File: config.mk
export PLATFORM = sky130hd
export DESIGN_NAME = u1plus_ctrl_top
export DESIGN_NICKNAME = d
export VERILOG_FILES = /design/src/u1plus_ctrl_pkg.sv /design/src/wb_slave_decode.sv /design/src/misc_regs.sv /design/src/settings_bus_16le.sv /design/src/core_settings.sv /design/src/vita_time_64.sv /design/src/readback_mux_16le.sv /design/src/u1plus_ctrl_top.sv
export SDC_FILE = /design/constraint.sdc
export NUM_CORES = 1
export LEC_CHECK = 0
export BUFFER_PORTS_ARGS = -buffer_cell sky130_fd_sc_hd__clkbuf_2
export CELL_PAD_IN_SITES_DETAIL_PLACEMENT = 1
export CELL_PAD_IN_SITES_GLOBAL_PLACEMENT = 1
export CORE_AREA = 8 8 171 173
export DETAILED_ROUTE_END_ITERATION = 7
export DIE_AREA = 0 0 179 181
export GPL_ROUTABILITY_DRIVEN = 0
export PLACE_DENSITY_LB_ADDON = 0.15
export REMOVE_ABC_BUFFERS = 1
export SETUP_SLACK_MARGIN = 0.3
export SLEW_MARGIN = 20
export SYNTH_ARGS = -nofsm -noshare
export SYNTH_HDL_FRONTEND = slang
export SYNTH_SLANG_ARGS = --single-unit
File: constraint.sdc
create_clock -name wb_clk -period 5.1 [get_ports wb_clk]
set_clock_uncertainty 0.2 [all_clocks]
set_input_delay 0.765 -clock wb_clk [delete_from_list [all_inputs] [get_ports wb_clk]]
set_output_delay 0.765 -clock wb_clk [all_outputs]
set_load 0.01 [all_outputs]
File: src/u1plus_ctrl_pkg.sv
/*
 * u1plus control plane shared definitions
 * bus widths, request/response structs, address map and constants
 */
package u1plus_ctrl_pkg;

   localparam int WB_AW  = 11;        // master address width
   localparam int WB_DW  = 16;        // master data width
   localparam int SET_AW = 8;         // settings bus address width

   typedef struct packed {
      logic [WB_AW-1:0] adr;
      logic [WB_DW-1:0] dat;
      logic             we;
      logic             cyc;
      logic             stb;
   } wb_req_t;

   typedef struct packed {
      logic [WB_DW-1:0] dat;
      logic             ack;
   } wb_rsp_t;

   typedef struct packed {
      logic              stb;
      logic [SET_AW-1:0] addr;
      logic [31:0]       data;
   } set_bus_t;

   typedef enum logic [1:0] {SLV_MISC, SLV_READBACK, SLV_SETTINGS, SLV_NONE} wb_slave_e;

   // misc slave halfword offsets
   typedef enum logic [6:0] {
      REG_CGEN_CTRL = 7'd4,
      REG_CGEN_ST   = 7'd6,
      REG_TEST      = 7'd8
   } misc_reg_e;

   // settings addresses, time64 uses +0 high and +1 low
   localparam logic [SET_AW-1:0] SR_TIME64       = 8'd42;
   localparam logic [SET_AW-1:0] SR_REG_TEST32   = 8'd60;
   localparam logic [SET_AW-1:0] SR_GLOBAL_RESET = 8'd63;

   typedef enum logic [3:0] {
      RB_TIME_HI = 4'd0,
      RB_TIME_LO = 4'd1,
      RB_PPS_HI  = 4'd2,
      RB_PPS_LO  = 4'd3,
      RB_TEST32  = 4'd4,
      RB_COMPAT  = 4'd6
   } rb_word_e;

   localparam logic [31:0] COMPAT_NUM    = {16'd8, 16'd1};  // major, minor
   localparam logic [15:0] CGEN_CTRL_RST = 16'h0003;
   localparam logic [15:0] MISC_DEFAULT  = 16'hBEEF;
   localparam int          CORE_RST_CYCLES = 2;

endpackage

File: src/wb_slave_decode.sv
/*
 * single master address decoder
 * gates stb to the selected slave and returns its response
 */
`timescale 1ns/1ps

module wb_slave_decode import u1plus_ctrl_pkg::*; (
   input  wb_req_t wb_req_i,
   output wb_rsp_t wb_rsp_o,
   output wb_req_t misc_req_o,
   output wb_req_t rb_req_o,
   output wb_req_t set_req_o,
   input  wb_rsp_t misc_rsp_i,
   input  wb_rsp_t rb_rsp_i,
   input  wb_rsp_t set_rsp_i
);

   wb_slave_e slv_sel;

   // slave select from the top four address bits
   always_comb
   begin
      if (wb_req_i.adr[10:7] == 4'd0)
         slv_sel = SLV_MISC;
      else if (wb_req_i.adr[10:7] == 4'd7)
         slv_sel = SLV_READBACK;
      else if (wb_req_i.adr[10])
         slv_sel = SLV_SETTINGS;    // settings span eight slots
      else
         slv_sel = SLV_NONE;
   end

   always_comb
   begin
      misc_req_o     = wb_req_i;
      rb_req_o       = wb_req_i;
      set_req_o      = wb_req_i;
      misc_req_o.stb = wb_req_i.stb & (slv_sel == SLV_MISC);
      rb_req_o.stb   = wb_req_i.stb & (slv_sel == SLV_READBACK);
      set_req_o.stb  = wb_req_i.stb & (slv_sel == SLV_SETTINGS);
   end

   always_comb
   begin
      case (slv_sel)
         SLV_MISC     : wb_rsp_o = misc_rsp_i;
         SLV_READBACK : wb_rsp_o = rb_rsp_i;
         SLV_SETTINGS : wb_rsp_o = set_rsp_i;
         default      : wb_rsp_o = '0;       // unmapped, never acked
      endcase
   end

endmodule

File: src/misc_regs.sv
/*
 * misc register slave
 * clock generator control word, test register and status readback
 */
`timescale 1ns/1ps

module misc_regs import u1plus_ctrl_pkg::*; (
   input  logic       wb_clk,
   input  logic       wb_rst,
   input  logic       core_rst_i,
   input  wb_req_t    req_i,
   output wb_rsp_t    rsp_o,
   input  logic [2:0] cgen_st_i,      // status, lock, refmon
   output logic       cgen_sync_b_o,
   output logic       cgen_ref_sel_o
);

   logic        rst;
   logic [15:0] cgen_ctrl;
   logic [15:0] reg_test;
   misc_reg_e   reg_sel;

   assign rst     = wb_rst | core_rst_i;
   assign reg_sel = misc_reg_e'(req_i.adr[6:0]);

   always_ff @(posedge wb_clk)
   begin
      if (rst)
      begin
         cgen_ctrl <= CGEN_CTRL_RST;
         reg_test  <= '0;
      end
      else if (req_i.cyc & req_i.stb & req_i.we)
      begin
         case (reg_sel)
            REG_CGEN_CTRL : cgen_ctrl <= req_i.dat;
            REG_TEST      : reg_test  <= req_i.dat;
            default       : ;                     // status is read only
         endcase
      end
   end

   assign cgen_sync_b_o  = cgen_ctrl[1];
   assign cgen_ref_sel_o = cgen_ctrl[0];

   always_comb
   begin
      case (reg_sel)
         REG_CGEN_CTRL : rsp_o.dat = cgen_ctrl;
         REG_CGEN_ST   : rsp_o.dat = {13'd0, cgen_st_i};
         REG_TEST      : rsp_o.dat = reg_test;
         default       : rsp_o.dat = MISC_DEFAULT;
      endcase
   end

   assign rsp_o.ack = req_i.stb & req_i.cyc;  // zero wait state

endmodule

File: src/settings_bus_16le.sv
/*
 * 16-bit little endian settings bus
 * low halfword is held, high halfword write issues the 32-bit strobe
 */
`timescale 1ns/1ps

module settings_bus_16le import u1plus_ctrl_pkg::*; (
   input  logic     wb_clk,
   input  logic     wb_rst,
   input  logic     core_rst_i,
   input  wb_req_t  req_i,
   output wb_rsp_t  rsp_o,
   output set_bus_t set_o
);

   logic        rst;
   logic        wr;
   logic [15:0] data_lo;

   assign rst = wb_rst | core_rst_i;
   assign wr  = req_i.cyc & req_i.stb & req_i.we;

   always_ff @(posedge wb_clk)
   begin
      if (rst)
      begin
         data_lo <= '0;
         set_o   <= '0;
      end
      else
      begin
         set_o.stb <= wr & req_i.adr[1];   // one pulse per high half write
         if (wr & ~req_i.adr[1])
            data_lo <= req_i.dat;
         if (wr & req_i.adr[1])
         begin
            set_o.addr <= req_i.adr[9:2];
            set_o.data <= {req_i.dat, data_lo};
         end
      end
   end

   assign rsp_o.dat = '0;                  // write only
   assign rsp_o.ack = req_i.cyc & req_i.stb;

endmodule

File: src/core_settings.sv
/*
 * core settings registers
 * 32-bit test setting and the global reset pulse generator
 */
`timescale 1ns/1ps

module core_settings import u1plus_ctrl_pkg::*; (
   input  logic        wb_clk,
   input  logic        wb_rst,
   input  set_bus_t    set_i,
   output logic [31:0] reg_test32_o,
   output logic        core_rst_o
);

   logic [$clog2(CORE_RST_CYCLES+1)-1:0] rst_cnt;

   // test setting survives a global reset
   always_ff @(posedge wb_clk)
   begin
      if (wb_rst)
         reg_test32_o <= '0;
      else if (set_i.stb && set_i.addr == SR_REG_TEST32)
         reg_test32_o <= set_i.data;
   end

   //////////////////////////////////////////////////
   // global reset, held for CORE_RST_CYCLES
   always_ff @(posedge wb_clk)
   begin
      if (wb_rst)
         rst_cnt <= '0;
      else if (set_i.stb && set_i.addr == SR_GLOBAL_RESET)
         rst_cnt <= CORE_RST_CYCLES[$bits(rst_cnt)-1:0];
      else if (rst_cnt != '0)
         rst_cnt <= rst_cnt - 1'b1;
   end

   assign core_rst_o = (rst_cnt != '0);

endmodule

File: src/vita_time_64.sv
/*
 * 64-bit VITA time counter
 * free running tick count, loadable over settings, latched on PPS
 */
`timescale 1ns/1ps

module vita_time_64 import u1plus_ctrl_pkg::*; (
   input  logic        wb_clk,
   input  logic        wb_rst,
   input  logic        core_rst_i,
   input  set_bus_t    set_i,
   input  logic        pps_i,
   output logic [63:0] vita_time_o,
   output logic [63:0] vita_time_pps_o
);

   logic        rst;
   logic [31:0] time_hi;      // high word waits for the low word
   logic [1:0]  pps_sync;
   logic        pps_d;
   logic        pps_edge;
   logic        load_hi;
   logic        load_lo;

   assign rst     = wb_rst | core_rst_i;
   assign load_hi = set_i.stb && (set_i.addr == SR_TIME64);
   assign load_lo = set_i.stb && (set_i.addr == SR_TIME64 + SET_AW'(1));

   //////////////////////////////////////////////////
   // tick counter
   always_ff @(posedge wb_clk)
   begin
      if (rst)
      begin
         time_hi     <= '0;
         vita_time_o <= '0;
      end
      else
      begin
         if (load_hi)
            time_hi <= set_i.data;
         if (load_lo)
            vita_time_o <= {time_hi, set_i.data};
         else
            vita_time_o <= vita_time_o + 64'd1;
      end
   end

   //////////////////////////////////////////////////
   // pps synchronizer and latch
   assign pps_edge = pps_sync[1] & ~pps_d;   // rising edge only

   always_ff @(posedge wb_clk)
   begin
      if (rst)
      begin
         pps_sync        <= '0;
         pps_d           <= 1'b0;
         vita_time_pps_o <= '0;
      end
      else
      begin
         pps_sync <= {pps_sync[0], pps_i};
         pps_d    <= pps_sync[1];
         if (pps_edge)
            vita_time_pps_o <= vita_time_o;
      end
   end

endmodule

File: src/readback_mux_16le.sv
/*
 * 32-bit readback mux read as 16-bit halves
 * data and ack are registered, one ack per access
 */
`timescale 1ns/1ps

module readback_mux_16le import u1plus_ctrl_pkg::*; (
   input  logic        wb_clk,
   input  logic        wb_rst,
   input  logic        core_rst_i,
   input  wb_req_t     req_i,
   output wb_rsp_t     rsp_o,
   input  logic [63:0] vita_time_i,
   input  logic [63:0] vita_time_pps_i,
   input  logic [31:0] reg_test32_i
);

   logic        rst;
   rb_word_e    word_sel;
   logic [31:0] word;

   assign rst      = wb_rst | core_rst_i;
   assign word_sel = rb_word_e'(req_i.adr[5:2]);

   always_comb
   begin
      case (word_sel)
         RB_TIME_HI : word = vita_time_i[63:32];
         RB_TIME_LO : word = vita_time_i[31:0];
         RB_PPS_HI  : word = vita_time_pps_i[63:32];
         RB_PPS_LO  : word = vita_time_pps_i[31:0];
         RB_TEST32  : word = reg_test32_i;
         RB_COMPAT  : word = COMPAT_NUM;
         default    : word = '0;
      endcase
   end

   always_ff @(posedge wb_clk)
   begin
      if (rst)
         rsp_o <= '0;
      else
      begin
         rsp_o.ack <= req_i.cyc & req_i.stb & ~rsp_o.ack;  // drop after one cycle
         rsp_o.dat <= req_i.adr[1] ? word[31:16] : word[15:0];
      end
   end

endmodule

File: src/u1plus_ctrl_top.sv
/*
 * u1plus control plane top level
 * decoder, misc registers, settings bus, readback mux and VITA time
 */
`timescale 1ns/1ps

module u1plus_ctrl_top import u1plus_ctrl_pkg::*; (
   input  logic       wb_clk,
   input  logic       wb_rst,
   input  wb_req_t    wb_req_i,
   output wb_rsp_t    wb_rsp_o,
   input  logic [2:0] cgen_st_i,
   output logic       cgen_sync_b_o,
   output logic       cgen_ref_sel_o,
   input  logic       pps_i
);

   wb_req_t     misc_req, rb_req, set_req;
   wb_rsp_t     misc_rsp, rb_rsp, set_rsp;
   set_bus_t    set_bus;
   logic        core_rst;
   logic [63:0] vita_time, vita_time_pps;
   logic [31:0] reg_test32;

   wb_slave_decode i_wb_slave_decode (
      .wb_req_i(wb_req_i), .wb_rsp_o(wb_rsp_o),
      .misc_req_o(misc_req), .rb_req_o(rb_req), .set_req_o(set_req),
      .misc_rsp_i(misc_rsp), .rb_rsp_i(rb_rsp), .set_rsp_i(set_rsp));

   misc_regs i_misc_regs (
      .wb_clk(wb_clk), .wb_rst(wb_rst), .core_rst_i(core_rst),
      .req_i(misc_req), .rsp_o(misc_rsp), .cgen_st_i(cgen_st_i),
      .cgen_sync_b_o(cgen_sync_b_o), .cgen_ref_sel_o(cgen_ref_sel_o));

   settings_bus_16le i_settings_bus_16le (
      .wb_clk(wb_clk), .wb_rst(wb_rst), .core_rst_i(core_rst),
      .req_i(set_req), .rsp_o(set_rsp), .set_o(set_bus));

   core_settings i_core_settings (
      .wb_clk(wb_clk), .wb_rst(wb_rst), .set_i(set_bus),
      .reg_test32_o(reg_test32), .core_rst_o(core_rst));

   vita_time_64 i_vita_time_64 (
      .wb_clk(wb_clk), .wb_rst(wb_rst), .core_rst_i(core_rst),
      .set_i(set_bus), .pps_i(pps_i),
      .vita_time_o(vita_time), .vita_time_pps_o(vita_time_pps));

   readback_mux_16le i_readback_mux_16le (
      .wb_clk(wb_clk), .wb_rst(wb_rst), .core_rst_i(core_rst),
      .req_i(rb_req), .rsp_o(rb_rsp),
      .vita_time_i(vita_time), .vita_time_pps_i(vita_time_pps),
      .reg_test32_i(reg_test32));

endmodule

== Yosys cells after proc, flatten, opt, wreduce, memory -nomap -nowiden ==
Index checks and enable logic that the tools add are counted.
Operators by class
  reduce and logical (&&, ||, !) cells: 12
  bitwise operators: 16
  multiply operators: 0
  div/mod/pow operators: 0
  shift operators: 0
  $add $sub $neg: 2
  multiplexer cells: 10
  magnitude comparators: 0
  equal/unequal tests: 15
Operators with widths (number)
  $pmux 32 s6: 1
  $add 64x1->64 const B: 1
  $mux 64: 1
  $pmux 17 s3: 1
  $pmux 16 s3: 1
  $eq 8x6->1 const B: 4
  $mux 16: 1
  $eq 7x3->1 const B: 2
  $and 1x1->1: 12
  $eq 4x3->1 const B: 3
  $eq 4x2->1 const B: 2
  $logic_not 4->1: 2
  $mux 2: 4
  $eq 7x4->1 const B: 1
  $eq 4x1->1 const B: 1
  $logic_and 1x1->1: 4
  $reduce_and 2->1: 2
  $reduce_bool 2->1: 2
  $not 1->1: 3
  $eq 2x1->1 const B: 1
  $eq 2x2->1 const B: 1
  $logic_not 2->1: 1
  $reduce_or 2->1: 1
  $sub 2x1->2 const B: 1
  other kinds (2): 2
Word-level totals
  memory bits (read-only): 0
  bits in latches: 0
  bits in registers: 303
  bits of input ports: 36
  bits in writable memories: 0
  memories kept: 0
  output and inout port bits: 19

== Depth between registers and ports, before layout ==
  depth after elaboration: 8
  gate-level depth with buffers: 11

== By module ==
Synthesis repeated with hierarchy kept, for this count alone.
Second synthesis, totals
  cells, all modules: 1836
  area total of the unflattened synthesis: 15935.3 um2
By module, submodules not included
  vita_time_64: area an instance 6794.0 um2, cells an instance 840, seq. area each 3263.1 um2, instances 1
  settings_bus_16le: area an instance 2777.7 um2, cells an instance 239, seq. area each 1141.1 um2, instances 1
  readback_mux_16le: area an instance 1906.8 um2, cells an instance 217, seq. area each 340.3 um2, instances 1
  misc_regs: area an instance 1781.7 um2, cells an instance 224, seq. area each 640.6 um2, instances 1
  core_settings: area an instance 1551.5 um2, cells an instance 150, seq. area each 680.7 um2, instances 1
  wb_slave_decode: area an instance 1123.6 um2, cells an instance 166, seq. area each 0.0 um2, instances 1

== Worst setup path before layout ==
OpenSTA, ideal clock, no wires.
  path type: input to output
  start point: input port wb_req_i[23] in the netlist's numbering
  end point: output port wb_rsp_o[10] in the netlist's numbering
  slack: 1.838 ns
  data arrival time: 2.297 ns
  path buffers: 4
  stages: 9
  cells stage by stage: buf_2 > nor2_1 > and2_1 > clkbuf_2 > and3_1 > buf_2 > clkbuf_1 > a221oi_1 > o21ai_0
RTL lines
  from (decl): RTL line u1plus_ctrl_top.sv:10  | input wb_req_t wb_req_i,
  to (decl): RTL line u1plus_ctrl_top.sv:11  | output wb_rsp_t wb_rsp_o,

==> key figures <==
Global route
  – Largest net degree at the start of global routing: a little over 200
  – Initial antenna violation count: 0
  – Total GRT Usage: ~27%
  – GRT overflow: 0
  – Number of global-route vias before repair: roughly 12000
  – First-pass GRT wire length: about 70000 um

STA
  – F_max: roughly 0.26 GHz
  – Slew Limit Fails: 0
  – RSZ-0062 raised after global routing: no
  – Measured slew at the worst slew-check pin: ~1.2 ns
  – Relative slew slack: about 22%
  – Setup Viol. Count Final: 0
  – Post-route clock period utilization: between 70% and 80%
  – Min Clock Period, post-route: approximately 3.9 ns
  – Fin. Hold Viols: 0

Critical path
  – CP delay by family, top: simple AND/OR/NAND/NOR gates
  – Worst Path Required: 4.14 ns
  – Levels on crit path: 8
  – Crit path largest cell delay: around 0.54 ns
  – Cell breakdown of the critical path: clkbuf_2 > nand2b_1 > or3_1 > o21ai_0 > nand2_1 > or2_2 > o21ai_0 > clkbuf_2
  – Reg2Reg Depth: 7
  – CP Class: in -> out
  – Worst path bufs/invs: 2
  – Critical path's slowest cell: or3_1
  – Arrival time at the worst endpoint: approximately 2.9 ns
  – Crit start category: input pin
  – Crit path to: wb_rsp_o[9]
  – RR Startpoint: i_vita_time_64.vita_time_o[0]$_SDFF_PP0_
  – Crit Path Max Fanout: 11
  – Critical path origin: wb_req_i[21]
  – Reg2reg setup slack: between 1.5 and 2 ns
  – Reg-to-reg endpoint: i_vita_time_64.vita_time_o[44]$_SDFF_PP0_
  – Crit. End Element: output port

Floorplanning
  – Initial Util: roughly half
  – Die W: 179 um
  – # IOs: 55
  – Core Rows: 60
  – Die ar.: about 32000 um2
  – Core area: approximately 27000 um2
  – Vert. Die Dim: 181 um

Clock network
  – Num CTS Buffers: 34
  – Hold buffer count at cts: 0
  – Setup Fix Bufs, Post-CTS: 0
  – Resize count post-CTS: 0
  – CTS max path bufs: 3
  – Worst skew pair latency: 0.51 ns
  – Root Buffer: clkbuf_16
  – CTS Sinks: roughly 300
  – Worst-path clk slew: 0.06 ns
  – CTS tree: yes
  – H-tree levels: 2

Routing
  – Final WL: around 45000 um
  – Met2 wire length: 20330 um
  – Met1 WL: just over 20000 um
  – Residual DRC: 0
  – First drt pass iteration count: 5
  – Initial DRC count: between 900 and 1000
  – DR vias/cell: roughly 6.1
  – Met3 wirelength from detailed routing: 2848 um
  – Routed len/inst: 22.65 um
  – DR vias: between 10000 and 15000
  – Routed Antenna Nets: 0
  – Top layer in use: met4

Yosys
  – Post-synth top area cell: dfxtp_1
  – Area share of the largest cell type after synthesis: a little under half
  – Top-count cell post-synth: nand2_1
  – Syn_area_per_cell: just under 8 um2
  – Synth Instances: approximately 1600
  – Post-synthesis register bit count: ~300
  – Most frequent cells after synthesis: nand2_1 (493), dfxtp_1 (303), a21oi_1 (302), clkbuf_1 (111), o21ai_0 (65)
  – Asr flop ratio synth: 0%
  – Count of cell types in the netlist: 45
  – Synth area leaders: dfxtp_1 (48%), nand2_1 (15%), a21oi_1 (12%)
  – Register area share after synthesis: a little under half
  – YS warnings: 0
  – Post-synth EDFFs: 0
  – Synthesized area: 12750 um2
  – Synth Flop Type: dfxtp_1

Power
  – Power Density: approximately 350 nW/um2
  – Leak: 4.743 nW
  – VDD IR-drop max: 232.7 uV

Final layout
  – Number of diodes: 0
  – Area growth, synth to finish: 11.34%
  – Non-Filler Instances: between 1500 and 2000
  – Fin nets: between 1500 and 2000
  – Final instance area: roughly 14000 um2
  – Share of cells above drive strength 1: 8.217%

Status
  – Run status: complete, no violations

Placed design
  – Port bufs: 54
  – Placed cell area: approximately 13000 um2
  – Hpwl dp: between 20000 and 30000 um
  – DP Cell Count: 1925

Flow run
  – Max Cap Viol: 0

Hold path
  – HP Class: reg -> reg
-- through the flow --
stage	util [%]	hold WS, ns	TNS (ns)	power, W	setup WS [ns]
3_3_place_gp	49.44	0.2118	0	0.002619	1.349
4_1_cts	53.56	0.2277	0	0.005012	1.219
5_1_grt	53.56	0.2487	0	0.005124	1.121
6_report	53.56	0.2284	0	0.004999	1.230
3_5_place_dp	49.44	0.2130	0	0.002620	1.233
2_1_floorplan	-	0.1998	-6.341	0.002518	-0.5216
-- flip-flops by register name, summed over array words and instances, names as in the netlist --
signal / cells
i_core_settings.reg_test32_o: 32
i_core_settings.rst_cnt: 2
i_misc_regs.cgen_ctrl: 16
i_misc_regs.reg_test: 16
i_readback_mux_16le.rsp_o: 17
i_settings_bus_16le.data_lo: 16
i_settings_bus_16le.set_o: 41
i_vita_time_64.pps_d: 1
i_vita_time_64.pps_sync: 2
i_vita_time_64.time_hi: 32
i_vita_time_64.vita_time_o: 64
i_vita_time_64.vita_time_pps_o: 64
-- layout make-up --
| cell class | instances | area (um2) |
|---|---|---|
| clock buffers | 55 | 1044 |
| clock inverters | 4 | 48.80 |
| fillers | 3264 | 12310 |
| inverters | 5 | 18.77 |
| multi-input cells | 1206 | 6187 |
| flip-flops and latches | 303 | 6066 |
| well taps | 341 | 426.7 |
| repair buffers | 70 | 402.9 |
-- how the worst min path moves through the flow --
stage	startpoint	endpoint	slack (ns)	cells after the start
CTS	i_readback_mux_16le.rsp_o[0]$_SDFF_PP0_	i_readback_mux_16le.rsp_o[0]$_SDFF_PP0_	0.23	1
detailed placement	i_readback_mux_16le.rsp_o[0]$_SDFF_PP0_	i_readback_mux_16le.rsp_o[0]$_SDFF_PP0_	0.21	1
floorplan	i_readback_mux_16le.rsp_o[0]$_SDFF_PP0_	i_readback_mux_16le.rsp_o[0]$_SDFF_PP0_	0.20	1
global placement	i_vita_time_64.pps_sync[0]$_SDFF_PP0_	i_vita_time_64.pps_sync[1]$_SDFF_PP0_	0.21	1
finish	i_readback_mux_16le.rsp_o[0]$_SDFF_PP0_	i_readback_mux_16le.rsp_o[0]$_SDFF_PP0_	0.23	1
global route	i_readback_mux_16le.rsp_o[0]$_SDFF_PP0_	i_readback_mux_16le.rsp_o[0]$_SDFF_PP0_	0.25	1
-- power by group --
part,switching [W],internal [W]
combinational,0.000142,0.0000419
sequential,0.0000116,0.00238
clock,0.000977,0.00145
-- placed cells by master (no fill, tap or decap), drive strengths merged, types with 3 or more instances in the layout --
cell	instances
xor2	45
and3	26
o21ai	65
nand3	39
a21oi	302
clkbuf	109
and2	12
nor3	8
inv	5
or3	5
clkinv	3
a22o	14
o2111ai	3
buf	16
dfxtp	303
a211oi	18
nor4	4
xnor2	17
and4	9
nand4	26
nor2	38
nand2	493
a221oi	27
a22oi	37
-- worst register-to-register path, cell delays in order (launching register included) --
cell and delay, ns:
dfxtp_1 0.46, ha_1 0.26, nand3_1 0.20, nor3_1 0.57
and3_1 0.89, and4_1 0.36, xnor2_1 0.16, a211oi_2 0.09
-- cell families (layout without fill, tap and decap cells) --
logic type | after synthesis | in the layout | synth area share, %
compound gates | 473 | 473 | 21.15
xor+xnor | 62 | 62 | 4.259
fa+ha+maj | 1 | 1 | 0.09813
buf+inv | 140 | 134 | 4.387
flops | 303 | 303 | 47.58
mux | 1 | 1 | 0.07852
simple gates | 669 | 669 | 22.45
-- routing by layer --
layer	track usage, %	vias up
li1	-	5591
met1	37.00	5969
met2	42.53	393
met3	4.879	103
met4	10.06	0
met5	0	-
No activity file was read; power rests on OpenSTA's default activity.
